**src/source/wb_core_pkg.sv**
```systemverilog
/*
  Core-wide constants for the writeback end. FLEN must equal XLEN, since load data
  and ALU results share one datapath into either register file.
*/
`default_nettype none

package wb_core_pkg;

  // Data width of the integer datapath and of the load/store path
  localparam int unsigned XLEN = 32;

  // Single precision only, so an FP register is as wide as an integer register
  localparam int unsigned FLEN = 32;

  // Register file geometry, shared by the integer and the FP file
  localparam int unsigned REG_ADDR_W = 5;
  localparam int unsigned NUM_REGS   = 32;

  // 1 gives the registered writeback stage
  // 0 gives a combinational passthrough with ready tied high
  localparam bit WB_STAGE_EN = 1'b1;

  // Kind of instruction handed to writeback
  // Only LOAD and STORE wait for the LSU, everything else retires in one cycle
  typedef enum logic [1:0] {
    OTHER = 2'b00,
    LOAD  = 2'b01,
    STORE = 2'b10
  } instr_type_e;

endpackage

`default_nettype wire

```
**src/source/wb_mem_pkg.sv**
```systemverilog
/*
  Data memory geometry and LSU timing. LSU_LATENCY must be at least 1.
*/
`default_nettype none

package wb_mem_pkg;

  // Word-addressed data memory, byte addresses run from 0 to MEM_WORDS*4-1
  localparam int unsigned MEM_WORDS  = 64;
  localparam int unsigned MEM_ADDR_W = 6;

  // Cycles from the request edge to the response edge
  localparam int unsigned LSU_LATENCY = 2;

  // Width of the countdown that times a response
  localparam int unsigned LSU_CNT_W = $clog2(LSU_LATENCY + 1);

endpackage

`default_nettype wire

```
**src/source/wb_lsu.sv**
```systemverilog
/*
  One request at a time, answered exactly LSU_LATENCY cycles later. Word accesses only.
  A misaligned or out-of-range address gives an error and touches neither memory nor RF.
*/
`default_nettype none

module wb_lsu (
  input  wire logic                          clk_i,
  input  wire logic                          rst_ni,

  input  wire logic                          req_i,
  input  wire logic                          we_i,
  input  wire logic [wb_core_pkg::XLEN-1:0] addr_i,
  input  wire logic [wb_core_pkg::XLEN-1:0] wdata_i,

  output logic                               resp_valid_o,
  output logic                               resp_err_o,
  output logic      [wb_core_pkg::XLEN-1:0] rdata_o,
  output logic                               rf_we_o
);

  logic [wb_core_pkg::XLEN-1:0]        mem_q [wb_mem_pkg::MEM_WORDS];
  logic [wb_mem_pkg::LSU_CNT_W-1:0]    cnt_q;
  logic                                we_q;
  logic [wb_core_pkg::XLEN-1:0]        addr_q;
  logic [wb_core_pkg::XLEN-1:0]        wdata_q;
  logic [wb_mem_pkg::MEM_ADDR_W-1:0]   word_idx;
  logic                                misaligned;
  logic                                out_of_range;
  logic                                addr_bad;

  // Countdown is loaded on a request and the response fires as it passes 1
  always_ff @(posedge clk_i or negedge rst_ni) begin
    if (!rst_ni) begin
      cnt_q <= '0;
    end else if (req_i) begin
      cnt_q <= wb_mem_pkg::LSU_CNT_W'(wb_mem_pkg::LSU_LATENCY);
    end else if (cnt_q != '0) begin
      cnt_q <= cnt_q - 1'b1;
    end
  end

  // Request payload is held until the response
  always_ff @(posedge clk_i) begin
    if (req_i) begin
      we_q    <= we_i;
      addr_q  <= addr_i;
      wdata_q <= wdata_i;
    end
  end

  assign resp_valid_o = (cnt_q == wb_mem_pkg::LSU_CNT_W'(1));

  // Byte address bits 1:0 must be zero and everything above the word index must be clear
  assign word_idx     = addr_q[wb_mem_pkg::MEM_ADDR_W+1:2];
  assign misaligned   = (addr_q[1:0] != 2'b00);
  assign out_of_range = (addr_q[wb_core_pkg::XLEN-1:wb_mem_pkg::MEM_ADDR_W+2] != '0);
  assign addr_bad     = misaligned | out_of_range;

  assign resp_err_o = resp_valid_o & addr_bad;

  // Only a clean load asks writeback to update a register
  assign rf_we_o = resp_valid_o & ~we_q & ~addr_bad;
  assign rdata_o = mem_q[word_idx];

  // Store data lands at the response edge, together with any load writeback
  always_ff @(posedge clk_i) begin
    if (resp_valid_o && we_q && !addr_bad) begin
      mem_q[word_idx] <= wdata_q;
    end
  end

endmodule

`default_nettype wire

```
**src/source/wb_reg_file.sv**
```systemverilog
/*
  Two combinational read ports and one write port, no reset.
  With HAS_ZERO_REG set, entry 0 reads zero and drops writes.
*/
`default_nettype none

module wb_reg_file #(
  parameter bit HAS_ZERO_REG = 1'b0
) (
  input  wire logic                                clk_i,

  input  wire logic [wb_core_pkg::REG_ADDR_W-1:0] raddr_a_i,
  input  wire logic [wb_core_pkg::REG_ADDR_W-1:0] raddr_b_i,
  output logic      [wb_core_pkg::XLEN-1:0]       rdata_a_o,
  output logic      [wb_core_pkg::XLEN-1:0]       rdata_b_o,

  input  wire logic [wb_core_pkg::REG_ADDR_W-1:0] waddr_i,
  input  wire logic [wb_core_pkg::XLEN-1:0]       wdata_i,
  input  wire logic                                we_i
);

  logic [wb_core_pkg::XLEN-1:0] regs_q [wb_core_pkg::NUM_REGS];
  logic                         wr_blocked;
  logic                         rd_a_zero;
  logic                         rd_b_zero;

  // A write to the hardwired zero entry is dropped
  assign wr_blocked = HAS_ZERO_REG && (waddr_i == '0);

  always_ff @(posedge clk_i) begin
    if (we_i && !wr_blocked) begin
      regs_q[waddr_i] <= wdata_i;
    end
  end

  // Entry 0 is never written in the integer file, so its read is forced to zero here
  assign rd_a_zero = HAS_ZERO_REG && (raddr_a_i == '0);
  assign rd_b_zero = HAS_ZERO_REG && (raddr_b_i == '0);

  assign rdata_a_o = rd_a_zero ? '0 : regs_q[raddr_a_i];
  assign rdata_b_o = rd_b_zero ? '0 : regs_q[raddr_b_i];

endmodule

`default_nettype wire

```
**src/source/wb_stage.sv**
```systemverilog
/*
  Holds one instruction and retires it. OTHER finishes one cycle after acceptance,
  LOAD and STORE wait for the LSU response. The FP file shares the integer destination address.
*/
`default_nettype none

module wb_stage (
  input  wire logic                                clk_i,
  input  wire logic                                rst_ni,

  // Issue side
  input  wire logic                                en_wb_i,
  input  wire wb_core_pkg::instr_type_e            instr_type_i,
  input  wire logic [wb_core_pkg::XLEN-1:0]       pc_i,
  input  wire logic                                compressed_i,
  input  wire logic                                perf_count_i,
  input  wire logic [wb_core_pkg::REG_ADDR_W-1:0] rf_waddr_i,
  input  wire logic [wb_core_pkg::XLEN-1:0]       rf_wdata_i,
  input  wire logic                                rf_we_i,
  input  wire logic [wb_core_pkg::FLEN-1:0]       fp_rf_wdata_i,
  input  wire logic                                fp_rf_we_i,
  input  wire logic                                fp_load_i,
  output logic                                     ready_wb_o,

  // LSU side
  output logic                                     lsu_req_o,
  output logic                                     lsu_we_o,
  input  wire logic                                lsu_resp_valid_i,
  input  wire logic                                lsu_resp_err_i,
  input  wire logic [wb_core_pkg::XLEN-1:0]       lsu_rdata_i,
  input  wire logic                                lsu_rf_we_i,

  // Register file write ports
  output logic      [wb_core_pkg::REG_ADDR_W-1:0] rf_waddr_o,
  output logic      [wb_core_pkg::XLEN-1:0]       rf_wdata_o,
  output logic                                     rf_we_o,
  output logic      [wb_core_pkg::REG_ADDR_W-1:0] fp_rf_waddr_o,
  output logic      [wb_core_pkg::FLEN-1:0]       fp_rf_wdata_o,
  output logic                                     fp_rf_we_o,

  // Hazard, forwarding and retire status
  output logic                                     rf_write_wb_o,
  output logic                                     fp_rf_write_wb_o,
  output logic      [wb_core_pkg::XLEN-1:0]       rf_wdata_fwd_o,
  output logic                                     outstanding_load_o,
  output logic                                     outstanding_store_o,
  output logic      [wb_core_pkg::XLEN-1:0]       pc_wb_o,
  output logic                                     instr_done_o,
  output logic                                     perf_instr_ret_o,
  output logic                                     perf_instr_ret_compressed_o
);

  // ALU-side write requests, produced by whichever branch is built
  logic                          alu_we;
  logic [wb_core_pkg::XLEN-1:0] alu_wdata;
  logic                          fp_alu_we;
  logic [wb_core_pkg::FLEN-1:0] fp_alu_wdata;
  // Load data goes to the FP file when this is set
  logic                          load_to_fp;
  logic                          lsu_err_resp;

  assign lsu_err_resp = lsu_resp_valid_i & lsu_resp_err_i;

  if (wb_core_pkg::WB_STAGE_EN) begin : g_wb_stage
    logic                            valid_q;
    logic                            done;
    logic                            accept;
    wb_core_pkg::instr_type_e        type_q;
    logic [wb_core_pkg::XLEN-1:0]   pc_q;
    logic                            compressed_q;
    logic                            count_q;
    logic [wb_core_pkg::REG_ADDR_W-1:0] waddr_q;
    logic [wb_core_pkg::XLEN-1:0]   wdata_q;
    logic                            we_q;
    logic [wb_core_pkg::FLEN-1:0]   fp_wdata_q;
    logic                            fp_we_q;
    logic                            fp_load_q;
    logic                            is_load_q;

    // OTHER is done as soon as it is held, memory ops wait for the response
    assign done       = (type_q == wb_core_pkg::OTHER) | lsu_resp_valid_i;
    assign ready_wb_o = ~valid_q | done;
    assign accept     = en_wb_i & ready_wb_o;

    always_ff @(posedge clk_i or negedge rst_ni) begin
      if (!rst_ni) begin
        valid_q <= 1'b0;
      end else begin
        valid_q <= accept | (valid_q & ~done);
      end
    end

    always_ff @(posedge clk_i) begin
      if (accept) begin
        type_q       <= instr_type_i;
        pc_q         <= pc_i;
        compressed_q <= compressed_i;
        count_q      <= perf_count_i;
        waddr_q      <= rf_waddr_i;
        wdata_q      <= rf_wdata_i;
        we_q         <= rf_we_i;
        fp_wdata_q   <= fp_rf_wdata_i;
        fp_we_q      <= fp_rf_we_i;
        fp_load_q    <= fp_load_i;
      end
    end

    // The LSU request leaves in the accepting cycle, so the LSU sees it at the same edge
    assign lsu_req_o = accept & (instr_type_i != wb_core_pkg::OTHER);
    assign lsu_we_o  = instr_type_i == wb_core_pkg::STORE;

    assign alu_we       = valid_q & we_q;
    assign alu_wdata    = wdata_q;
    assign fp_alu_we    = valid_q & fp_we_q;
    assign fp_alu_wdata = fp_wdata_q;
    assign load_to_fp   = fp_load_q;
    assign rf_waddr_o   = waddr_q;

    assign is_load_q           = type_q == wb_core_pkg::LOAD;
    assign outstanding_load_o  = valid_q & is_load_q;
    assign outstanding_store_o = valid_q & (type_q == wb_core_pkg::STORE);

    // A pending load counts as a write to whichever file it is steered to
    assign rf_write_wb_o    = valid_q & (we_q | (is_load_q & ~fp_load_q));
    assign fp_rf_write_wb_o = valid_q & (fp_we_q | (is_load_q & fp_load_q));

    // Load data arrives too late for the forwarding path, so only the held ALU result goes
    assign rf_wdata_fwd_o = wdata_q;
    assign pc_wb_o        = pc_q;
    assign instr_done_o   = valid_q & done;

    // An instruction that faulted in the LSU is not counted as retired
    assign perf_instr_ret_o            = instr_done_o & count_q & ~lsu_err_resp;
    assign perf_instr_ret_compressed_o = perf_instr_ret_o & compressed_q;
  end else begin : g_passthrough
    // Writes go straight through and the issue side never stalls
    assign ready_wb_o   = 1'b1;
    assign lsu_req_o    = en_wb_i & (instr_type_i != wb_core_pkg::OTHER);
    assign lsu_we_o     = instr_type_i == wb_core_pkg::STORE;

    assign alu_we       = en_wb_i & rf_we_i;
    assign alu_wdata    = rf_wdata_i;
    assign fp_alu_we    = en_wb_i & fp_rf_we_i;
    assign fp_alu_wdata = fp_rf_wdata_i;
    // fp_load_i must be held by the issue side until the load responds
    assign load_to_fp   = fp_load_i;
    assign rf_waddr_o   = rf_waddr_i;

    assign outstanding_load_o  = 1'b0;
    assign outstanding_store_o = 1'b0;
    assign rf_write_wb_o       = 1'b0;
    assign fp_rf_write_wb_o    = 1'b0;
    assign rf_wdata_fwd_o      = '0;
    assign pc_wb_o             = '0;
    assign instr_done_o        = 1'b0;

    assign perf_instr_ret_o            = en_wb_i & perf_count_i & ~lsu_err_resp;
    assign perf_instr_ret_compressed_o = perf_instr_ret_o & compressed_i;
  end

  // One source per file per cycle, the ALU write wins the mux when it is active
  assign rf_we_o       = alu_we | (lsu_rf_we_i & ~load_to_fp);
  assign rf_wdata_o    = alu_we ? alu_wdata : lsu_rdata_i;
  assign fp_rf_we_o    = fp_alu_we | (lsu_rf_we_i & load_to_fp);
  assign fp_rf_wdata_o = fp_alu_we ? fp_alu_wdata : lsu_rdata_i;
  assign fp_rf_waddr_o = rf_waddr_o;

endmodule

`default_nettype wire

```
**src/source/wb_subsystem.sv**
```systemverilog
/*
  Writeback stage with its LSU and both register files. Register files and data
  memory power up undefined, so software must write before it reads.
*/
`default_nettype none

module wb_subsystem (
  input  wire logic                                clk_i,
  input  wire logic                                rst_ni,

  // Issue side
  input  wire logic                                en_wb_i,
  input  wire wb_core_pkg::instr_type_e            instr_type_i,
  input  wire logic [wb_core_pkg::XLEN-1:0]       pc_i,
  input  wire logic                                compressed_i,
  input  wire logic                                perf_count_i,
  input  wire logic [wb_core_pkg::REG_ADDR_W-1:0] rf_waddr_i,
  input  wire logic [wb_core_pkg::XLEN-1:0]       rf_wdata_i,
  input  wire logic                                rf_we_i,
  input  wire logic [wb_core_pkg::FLEN-1:0]       fp_rf_wdata_i,
  input  wire logic                                fp_rf_we_i,
  input  wire logic                                fp_load_i,
  input  wire logic [wb_core_pkg::XLEN-1:0]       lsu_addr_i,
  input  wire logic [wb_core_pkg::XLEN-1:0]       lsu_wdata_i,

  // Register read ports
  input  wire logic [wb_core_pkg::REG_ADDR_W-1:0] rf_raddr_a_i,
  input  wire logic [wb_core_pkg::REG_ADDR_W-1:0] rf_raddr_b_i,
  input  wire logic [wb_core_pkg::REG_ADDR_W-1:0] fp_raddr_i,
  output logic      [wb_core_pkg::XLEN-1:0]       rf_rdata_a_o,
  output logic      [wb_core_pkg::XLEN-1:0]       rf_rdata_b_o,
  output logic      [wb_core_pkg::FLEN-1:0]       fp_rdata_o,

  // Status
  output logic                                     ready_wb_o,
  output logic                                     instr_done_o,
  output logic      [wb_core_pkg::XLEN-1:0]       pc_wb_o,
  output logic                                     perf_instr_ret_o,
  output logic                                     perf_instr_ret_compressed_o,
  output logic                                     outstanding_load_o,
  output logic                                     outstanding_store_o,
  output logic                                     rf_write_wb_o,
  output logic                                     fp_rf_write_wb_o,
  output logic      [wb_core_pkg::XLEN-1:0]       rf_wdata_fwd_o
);

  logic                                lsu_req;
  logic                                lsu_we;
  logic                                lsu_resp_valid;
  logic                                lsu_resp_err;
  logic [wb_core_pkg::XLEN-1:0]       lsu_rdata;
  logic                                lsu_rf_we;
  logic [wb_core_pkg::REG_ADDR_W-1:0] rf_waddr;
  logic [wb_core_pkg::XLEN-1:0]       rf_wdata;
  logic                                rf_we;
  logic [wb_core_pkg::REG_ADDR_W-1:0] fp_rf_waddr;
  logic [wb_core_pkg::FLEN-1:0]       fp_rf_wdata;
  logic                                fp_rf_we;

  wb_stage u_wb_stage (
    .clk_i, .rst_ni, .en_wb_i, .instr_type_i, .pc_i, .compressed_i, .perf_count_i,
    .rf_waddr_i, .rf_wdata_i, .rf_we_i, .fp_rf_wdata_i, .fp_rf_we_i, .fp_load_i,
    .ready_wb_o,
    .lsu_req_o        (lsu_req),
    .lsu_we_o         (lsu_we),
    .lsu_resp_valid_i (lsu_resp_valid),
    .lsu_resp_err_i   (lsu_resp_err),
    .lsu_rdata_i      (lsu_rdata),
    .lsu_rf_we_i      (lsu_rf_we),
    .rf_waddr_o       (rf_waddr),
    .rf_wdata_o       (rf_wdata),
    .rf_we_o          (rf_we),
    .fp_rf_waddr_o    (fp_rf_waddr),
    .fp_rf_wdata_o    (fp_rf_wdata),
    .fp_rf_we_o       (fp_rf_we),
    .rf_write_wb_o, .fp_rf_write_wb_o, .rf_wdata_fwd_o,
    .outstanding_load_o, .outstanding_store_o, .pc_wb_o, .instr_done_o,
    .perf_instr_ret_o, .perf_instr_ret_compressed_o
  );

  wb_lsu u_lsu (
    .clk_i, .rst_ni,
    .req_i        (lsu_req),
    .we_i         (lsu_we),
    .addr_i       (lsu_addr_i),
    .wdata_i      (lsu_wdata_i),
    .resp_valid_o (lsu_resp_valid),
    .resp_err_o   (lsu_resp_err),
    .rdata_o      (lsu_rdata),
    .rf_we_o      (lsu_rf_we)
  );

  // Integer file keeps x0 at zero
  wb_reg_file #(.HAS_ZERO_REG(1'b1)) u_int_rf (
    .clk_i,
    .raddr_a_i (rf_raddr_a_i),
    .raddr_b_i (rf_raddr_b_i),
    .rdata_a_o (rf_rdata_a_o),
    .rdata_b_o (rf_rdata_b_o),
    .waddr_i   (rf_waddr),
    .wdata_i   (rf_wdata),
    .we_i      (rf_we)
  );

  // FP file has no zero register, so f0 is an ordinary register
  // Only one FP read port has a consumer, port b stays open
  wb_reg_file #(.HAS_ZERO_REG(1'b0)) u_fp_rf (
    .clk_i,
    .raddr_a_i (fp_raddr_i),
    .raddr_b_i (fp_raddr_i),
    .rdata_a_o (fp_rdata_o),
    .rdata_b_o (),
    .waddr_i   (fp_rf_waddr),
    .wdata_i   (fp_rf_wdata),
    .we_i      (fp_rf_we)
  );

endmodule

`default_nettype wire

```
**config.mk**
```make
export PLATFORM = sky130hd
export DESIGN_NAME = wb_subsystem
export DESIGN_NICKNAME = d
export VERILOG_FILES = /design/src/source/wb_core_pkg.sv /design/src/source/wb_mem_pkg.sv /design/src/source/wb_lsu.sv /design/src/source/wb_reg_file.sv /design/src/source/wb_stage.sv /design/src/source/wb_subsystem.sv
export SDC_FILE = /design/constraint.sdc
export NUM_CORES = 2
export LEC_CHECK = 0
export BUFFER_PORTS_ARGS = -buffer_cell sky130_fd_sc_hd__buf_2
export CORE_MARGIN = 1
export CORE_UTILIZATION = 43
export DETAILED_ROUTE_END_ITERATION = 8
export PLACE_DENSITY = 0.7
export SKIP_LAST_GASP = 1
export SYNTH_ARGS = -nofsm -noshare
export SYNTH_HDL_FRONTEND = slang
export SYNTH_SLANG_ARGS = --single-unit
```
**constraint.sdc**
```tcl
create_clock -name clk_i -period 5.9 [get_ports clk_i]
set_input_delay 1.18 -clock clk_i [delete_from_list [all_inputs] [get_ports clk_i]]
set_output_delay 1.18 -clock clk_i [all_outputs]
set_load 0.005 [all_outputs]
```
# After elaboration in Yosys (flattened, before gate mapping)
# Memories as Yosys holds them, arrays and structs flattened. A register that Yosys moved wholly into a read port is not among the register bits.
# Cells that the tools add are included.
# W data, S select, Z words.
[classes]
n_addsub = 1
eq_ne = 4
muxes = 13
n_bitwise = 35
n_reduce_logical = 14
[op_table]
columns = ["operator", "n"]
rows = [
  ["$mux W32", 4],
  ["$reduce_bool A24 Y1", 1],
  ["$and A1 B1 Y1", 21],
  ["$logic_not A5 Y1", 3],
  ["$or A1 B1 Y1", 8],
  ["$reduce_bool A2 Y1", 4],
  ["$mux W1", 6],
  ["$mux W6", 1],
  ["$not A1 Y1", 6],
  ["$eq A2 B1 Y1 const B", 2],
  ["$eq A2 B2 Y1 const B", 2],
  ["$mux W2", 2],
  ["$logic_and A1 B1 Y1", 3],
  ["$logic_not A1 Y1", 2],
  ["$logic_not A2 Y1", 1],
  ["$sub A2 B1 Y2 const B", 1],
]
[totals]
register_bits = 176
mem_bits_rw = 4096
inputBits = 190
output_inout_bits = 168
word_cells = 85
mem_count = 3
[mem_list]
columns = ["memory", "words", "width", "rd", "rd_clocked_by_memory_dff", "wr", "line", "source"]
rows = [
  ["u_lsu.mem_q", 64, 32, 1, 1, 1, "wb_lsu.sv:22", "logic [wb_core_pkg::XLEN-1:0] mem_q [wb_mem_pkg::MEM_WORDS];"],
  ["u_fp_rf.regs_q", 32, 32, 1, 0, 1, "wb_reg_file.sv:22", "logic [wb_core_pkg::XLEN-1:0] regs_q [wb_core_pkg::NUM_REGS];"],
  ["u_int_rf.regs_q", 32, 32, 2, 0, 1, "wb_reg_file.sv:22", ""],
]

# Longest topological paths before layout
[logic_depth]
word_depth = 9
depth_mapped = 11
mapped_depth_nobuf = 8

# Cells and area by module
# A second synthesis with hierarchy kept.
[unflattened]
cells_unflattened = 9510
area_unflattened_um2 = 181605.4
[by_module_without_submodules]
columns = ["mod", "n_inst", "cells_each", "area_each_um2", "seq_area_each_um2"]
rows = [
  ["wb_lsu", 1, 3349, 80543.5, 63621.0],
  ["wb_reg_file at u_fp_rf", 1, 3386, 48789.3, 30749.5],
  ["wb_reg_file at u_int_rf", 1, 2564, 47904.7, 30749.5],
  ["wb_stage", 1, 211, 4367.9, 3268.1],
]

# Least setup slack after synthesis
# Ideal clock, no wire load.
[synth_path]
path_type = "input to register"
start = "input port en_wb_i"
end = "register with a tool-made name"
setup_ps = 126
arrival_ps = 6454
t_required_ps = 5774
path_slack_ps = -681
stages = 4
path_buffers = 1
path_cell_list = "and2_1 o21a_1 clkbuf_1 mux2_2"
[synth_rtl]
columns = ["item", "line", "source"]
rows = [
  ["from (decl)", "wb_subsystem.sv:12", "input wire logic en_wb_i,"],
]

# Final worst setup path
[layout_path]
start = "input port rf_raddr_a_i[0] (netlist name)"
end = "output port rf_rdata_a_o[28] (netlist name)"
[layout_via]
elab_chain_cells = 2
elab_cells_between_ends = 3
cone_classes = "mux: 1; reduce/logical: 1; memory: 1"
[layout_lines]
columns = ["item", "line", "source"]
rows = [
  ["from (decl)", "wb_subsystem.sv:27", "input wire logic [wb_core_pkg::REG_ADDR_W-1:0] rf_raddr_a_i,"],
  ["$mem_v2 Z32 W32 / $logic_not A5 Y1 (equally long branches)", "-", ""],
  ["$mux W32 *", "wb_reg_file.sv:40", "assign rdata_a_o = rd_a_zero ? '0 : regs_q[raddr_a_i];"],
  ["to (decl)", "wb_subsystem.sv:30", "output logic [wb_core_pkg::XLEN-1:0] rf_rdata_a_o,"],
]
# Mark *: on every way between the ends. The rest lies on a longest branch, timed or not.

==> key figures <==
Setup path
  – Worst path cell trace: buf_8 > buf_4 > buf_4 > mux4_2 > mux4_2 > mux2i_1 > nor2_1 > buf_2
  – Buf/Inv on CP: 4
  – CP Capture Type: output pin
  – CP startpoint kind: primary input
  – CP max-delay cell: buf_8
  – Critical path class: in2out
  – Worst EP arrival: 4.19 ns
  – Req. time, crit path: ~4.7 ns
  – Max FO, Critical Path: 70
  – Top delay family on crit path: buffers and inverters
  – CP peak stage delay: 0.58 ns
  – Setup slack, reg-to-reg: 1.17 ns

CTS
  – Worst-skew pair later-pin latency: 1.04 ns
  – Clk slew on worst S/H paths: 0.06 ns
  – H-tree levels: 5
  – # clock sinks: 4278
  – Clk buf depth: 4
  – CTS Buf Count: 420
  – CTS root buffer: clkbuf_16
  – Post-cts repair resize count: 0
  – CTS tree: done

Finish
  – Final nets: between 8000 and 9000
  – Fillers: around 31000
  – Layout cell share with drive strength beyond 1: 33.9%
  – Synth-to-Final Area Change: 15.0%
  – Design Area, Final: 197000 µm²

Routing
  – Final WL: 478000 µm
  – Routed len/inst: 34.1 µm
  – Final ANT Viol Nets: 0
  – Via/cell ratio: 6.29
  – DRC: 0
  – Routed vias: 88300
  – Iteration-0 DRC Markers: 12300
  – Drt pass-1 iters: 6

Floorplan
  – IO Pins: 358
  – Initial Utilization: 43.2%
  – Row cnt: 231
  – Die H: approximately 630 µm
  – Core area: 396000 µm²
  – Die width: about 630 µm
  – Die area: 400000 µm²

Yosys
  – Synth top cells by count: 4269 x edfxtp_1, 1216 x mux4_2, 420 x mux2i_1, 265 x nor2_1, 231 x clkbuf_1
  – Post-synthesis sequential area ratio: 75.2%
  – Post-synthesis adder-cell area fraction: less than 1%
  – Avg Cell Area, Syn: 22.2 µm²
  – Post-synth EDFFs: between 4000 and 5000
  – Main flop type after synthesis: edfxtp_1
  – Synth Area in Compound Gates: about 2.5%
  – Post-synth ARST share: less than 1%
  – Post-synthesis simple-gate area fraction: around 1.5%
  – Post-Syn Area: 171000 µm²
  – Synth top area share: 75.0%
  – Yosys Warn Count: 0
  – Synth Area in XOR/XNOR: 0.00513%
  – Mapped Cells: between 7000 and 8000
  – Area contributors post-synth: edfxtp_1 75%, mux4_2 16%, mux2i_1 2.5%
  – Yosys cell types: 64
  – Area leader, netlist: edfxtp_1
  – Largest family of logic cells by synthesized area: multiplexers
  – Seq cells post-synth: about 4300
  – Most frequent cell after synthesis: edfxtp_1
  – Post-synthesis mux area share: 19.6%

Power and ir drop
  – Internal power: 55300 µW
  – Switching power total: 19900 µW
  – Lkg Pwr: 0.0622 µW
  – P per Cell Area: 383 nW/µm²
  – Sw Ratio: between 20% and 30%
  – Comb pwr share: 15.3%
  – Sequential share of power: 49.3%
  – Clock power share: 35.4%
  – Worst vdd ir: 274 µV

Outcome
  – Outcome: complete, no violations

Timing
  – Final period util: 91.1%
  – Total Neg Setup Slack: 0 ns
  – Fin crit period: 5.37 ns
  – Max Clk Rate: 186 MHz
  – Tightest Pin Transition: 1.36 ns
  – Final Hold Vio Count: 0
  – Max Clock Skew: about 0.13 ns
  – Final setup vio count: 0
  – Fin. max-slew vios: 0
  – RSZ-0062 raised after global routing: false
  – Max-slew headroom: 9.39%

Min path
  – HP Class: in2reg

Global routing
  – First-pass GRT wire length: 667000 µm
  – Largest net degree at the start of global routing: 103
  – GRT overflow: 0
  – Vias in the first global route: 89000
  – Initial antenna violation count: 28
  – Gr usage total: 23.5%

Place
  – Post-placement cell area: 183000 µm²
  – DP HPWL: 276000 µm
  – GPL Wtd Cong: 0.840
  – Port Buf Inserts: around 360

Flow run
  – Maxcap violations: 0
[path summary, 6_finish.rpt]
path	start	endpoint	depth (start not counted)
max in group asynchronous	rst_ni	u_lsu.cnt_q[0]	2
min	rf_wdata_i[0]	u_wb_stage.rf_wdata_fwd_o[0]	1
max	rf_raddr_a_i[0]	rf_rdata_a_o[28]	8
min reg2reg	u_lsu.addr_q[3]	flip-flop	1
min in group asynchronous	rst_ni	u_lsu.cnt_q[1]	2
max reg2reg	u_lsu.addr_q[8]	u_lsu.mem_q[18][9]	6
[through the flow]
| step | util, % | setup WS [ns] | total power (µW) | cells | hold slack (ns) |
|---|---|---|---|---|---|
| final | 49.7 | 0.527 | 75200 | 14100 | 0.309 |
| after global routing | 49.7 | 0.308 | 77100 | 14000 | 0.259 |
| after CTS | 49.7 | 0.485 | 75400 | 14000 | 0.239 |
| after detailed placement | 46.2 | 0.487 | 49000 | 13300 | 0.586 |
| after global placement | 46.2 | 0.488 | 48600 | 13300 | 0.549 |
| after floorplan | - | 0.518 | 43600 | 7725 | 0.503 |
[layer usage]
layer	part of all wire, %	global-route usage (%)	up-vias
li1	-	-	34600
met1	37	31.0	47000
met2	49	38.4	5704
met3	10	4.52	1008
met4	4.7	10.1	10
met5	0.014	0	-
[area by class of cell]
cell class | instances | area (µm²) | share of cell area (%)
Tap cell | 5242 | 6560 | 3.34
Antenna cell | 14 | 35.0 | 0.0178
Clock buffer | 504 | 10900 | 5.55
Multi-Input combinational cell | 2951 | 42200 | 21.5
Sequential cell | 4278 | 128000 | 65.3
Inverter | 12 | 45.0 | 0.0229
Timing Repair Buffer | 789 | 5690 | 2.89
Clock inverter | 260 | 2710 | 1.38
[flip-flops by register name (all words and copies together), names as in the netlist, 2 cells and up, named ones only]
signal and count:
u_fp_rf.regs_q 1024, u_int_rf.regs_q 1024, u_lsu.addr_q 32, u_lsu.cnt_q 2
u_lsu.mem_q 2048, u_lsu.wdata_q 32, u_wb_stage.fp_alu_wdata 32, u_wb_stage.fp_rf_waddr_o 5
u_wb_stage.g_wb_stage.type_q 2, u_wb_stage.pc_wb_o 32, u_wb_stage.rf_wdata_fwd_o 32
[logic make-up (layout without fill, tap and decap cells)]
logic type | Yosys count | in the layout
buf+inv | 496 | 1565
fa+ha+maj | 2 | 2
other cells | 1 | 46
flops | 4278 | 4278
simple gates | 551 | 551
mux | 1798 | 1798
xor+xnor | 1 | 1
compound gates | 567 | 567
[power by group through the flow]
stage | Combinational [µW] | Sequential, µW | Clock (µW)
6_report | 11500 | 37100 | 26600
5_1_grt | 12000 | 37100 | 28100
4_1_cts | 11400 | 37100 | 26900
3_5_place_dp | 11300 | 37700 | 0
3_3_place_gp | 11000 | 37700 | 0
2_1_floorplan | 5850 | 37700 | 0
[cells in the final DEF, fill, tap and decap left out, types with 10 or more instances in the layout]
cell,count
diode_2,14
conb_1,32
nor2_1,133
mux2i_1,420
o21ai_0,26
a221oi_1,55
a221oi_4,36
a211oi_1,51
clkinv_1,97
clkbuf_1,80
clkinv_2,77
a22o_1,22
buf_12,46
buf_4,392
nand2_1,83
nor3_1,38
clkinv_16,13
clkbuf_16,424
buf_2,344
a211o_1,20
mux4_2,1216
edfxtp_1,4269
nor2b_1,44
bufinv_16,40
clkinvlp_4,11
o221ai_1,45
nand3_1,43
nor2_4,131
o22ai_1,72
mux2_2,159
a22oi_1,112
a21oi_1,52
a31oi_1,15
inv_1,10
[repair_timing]
item	CTS	global route
hold buffers	1	0
setup buffers	0	0
endpoints found under the hold margin	3	0
No activity file was read; power rests on OpenSTA's default activity.
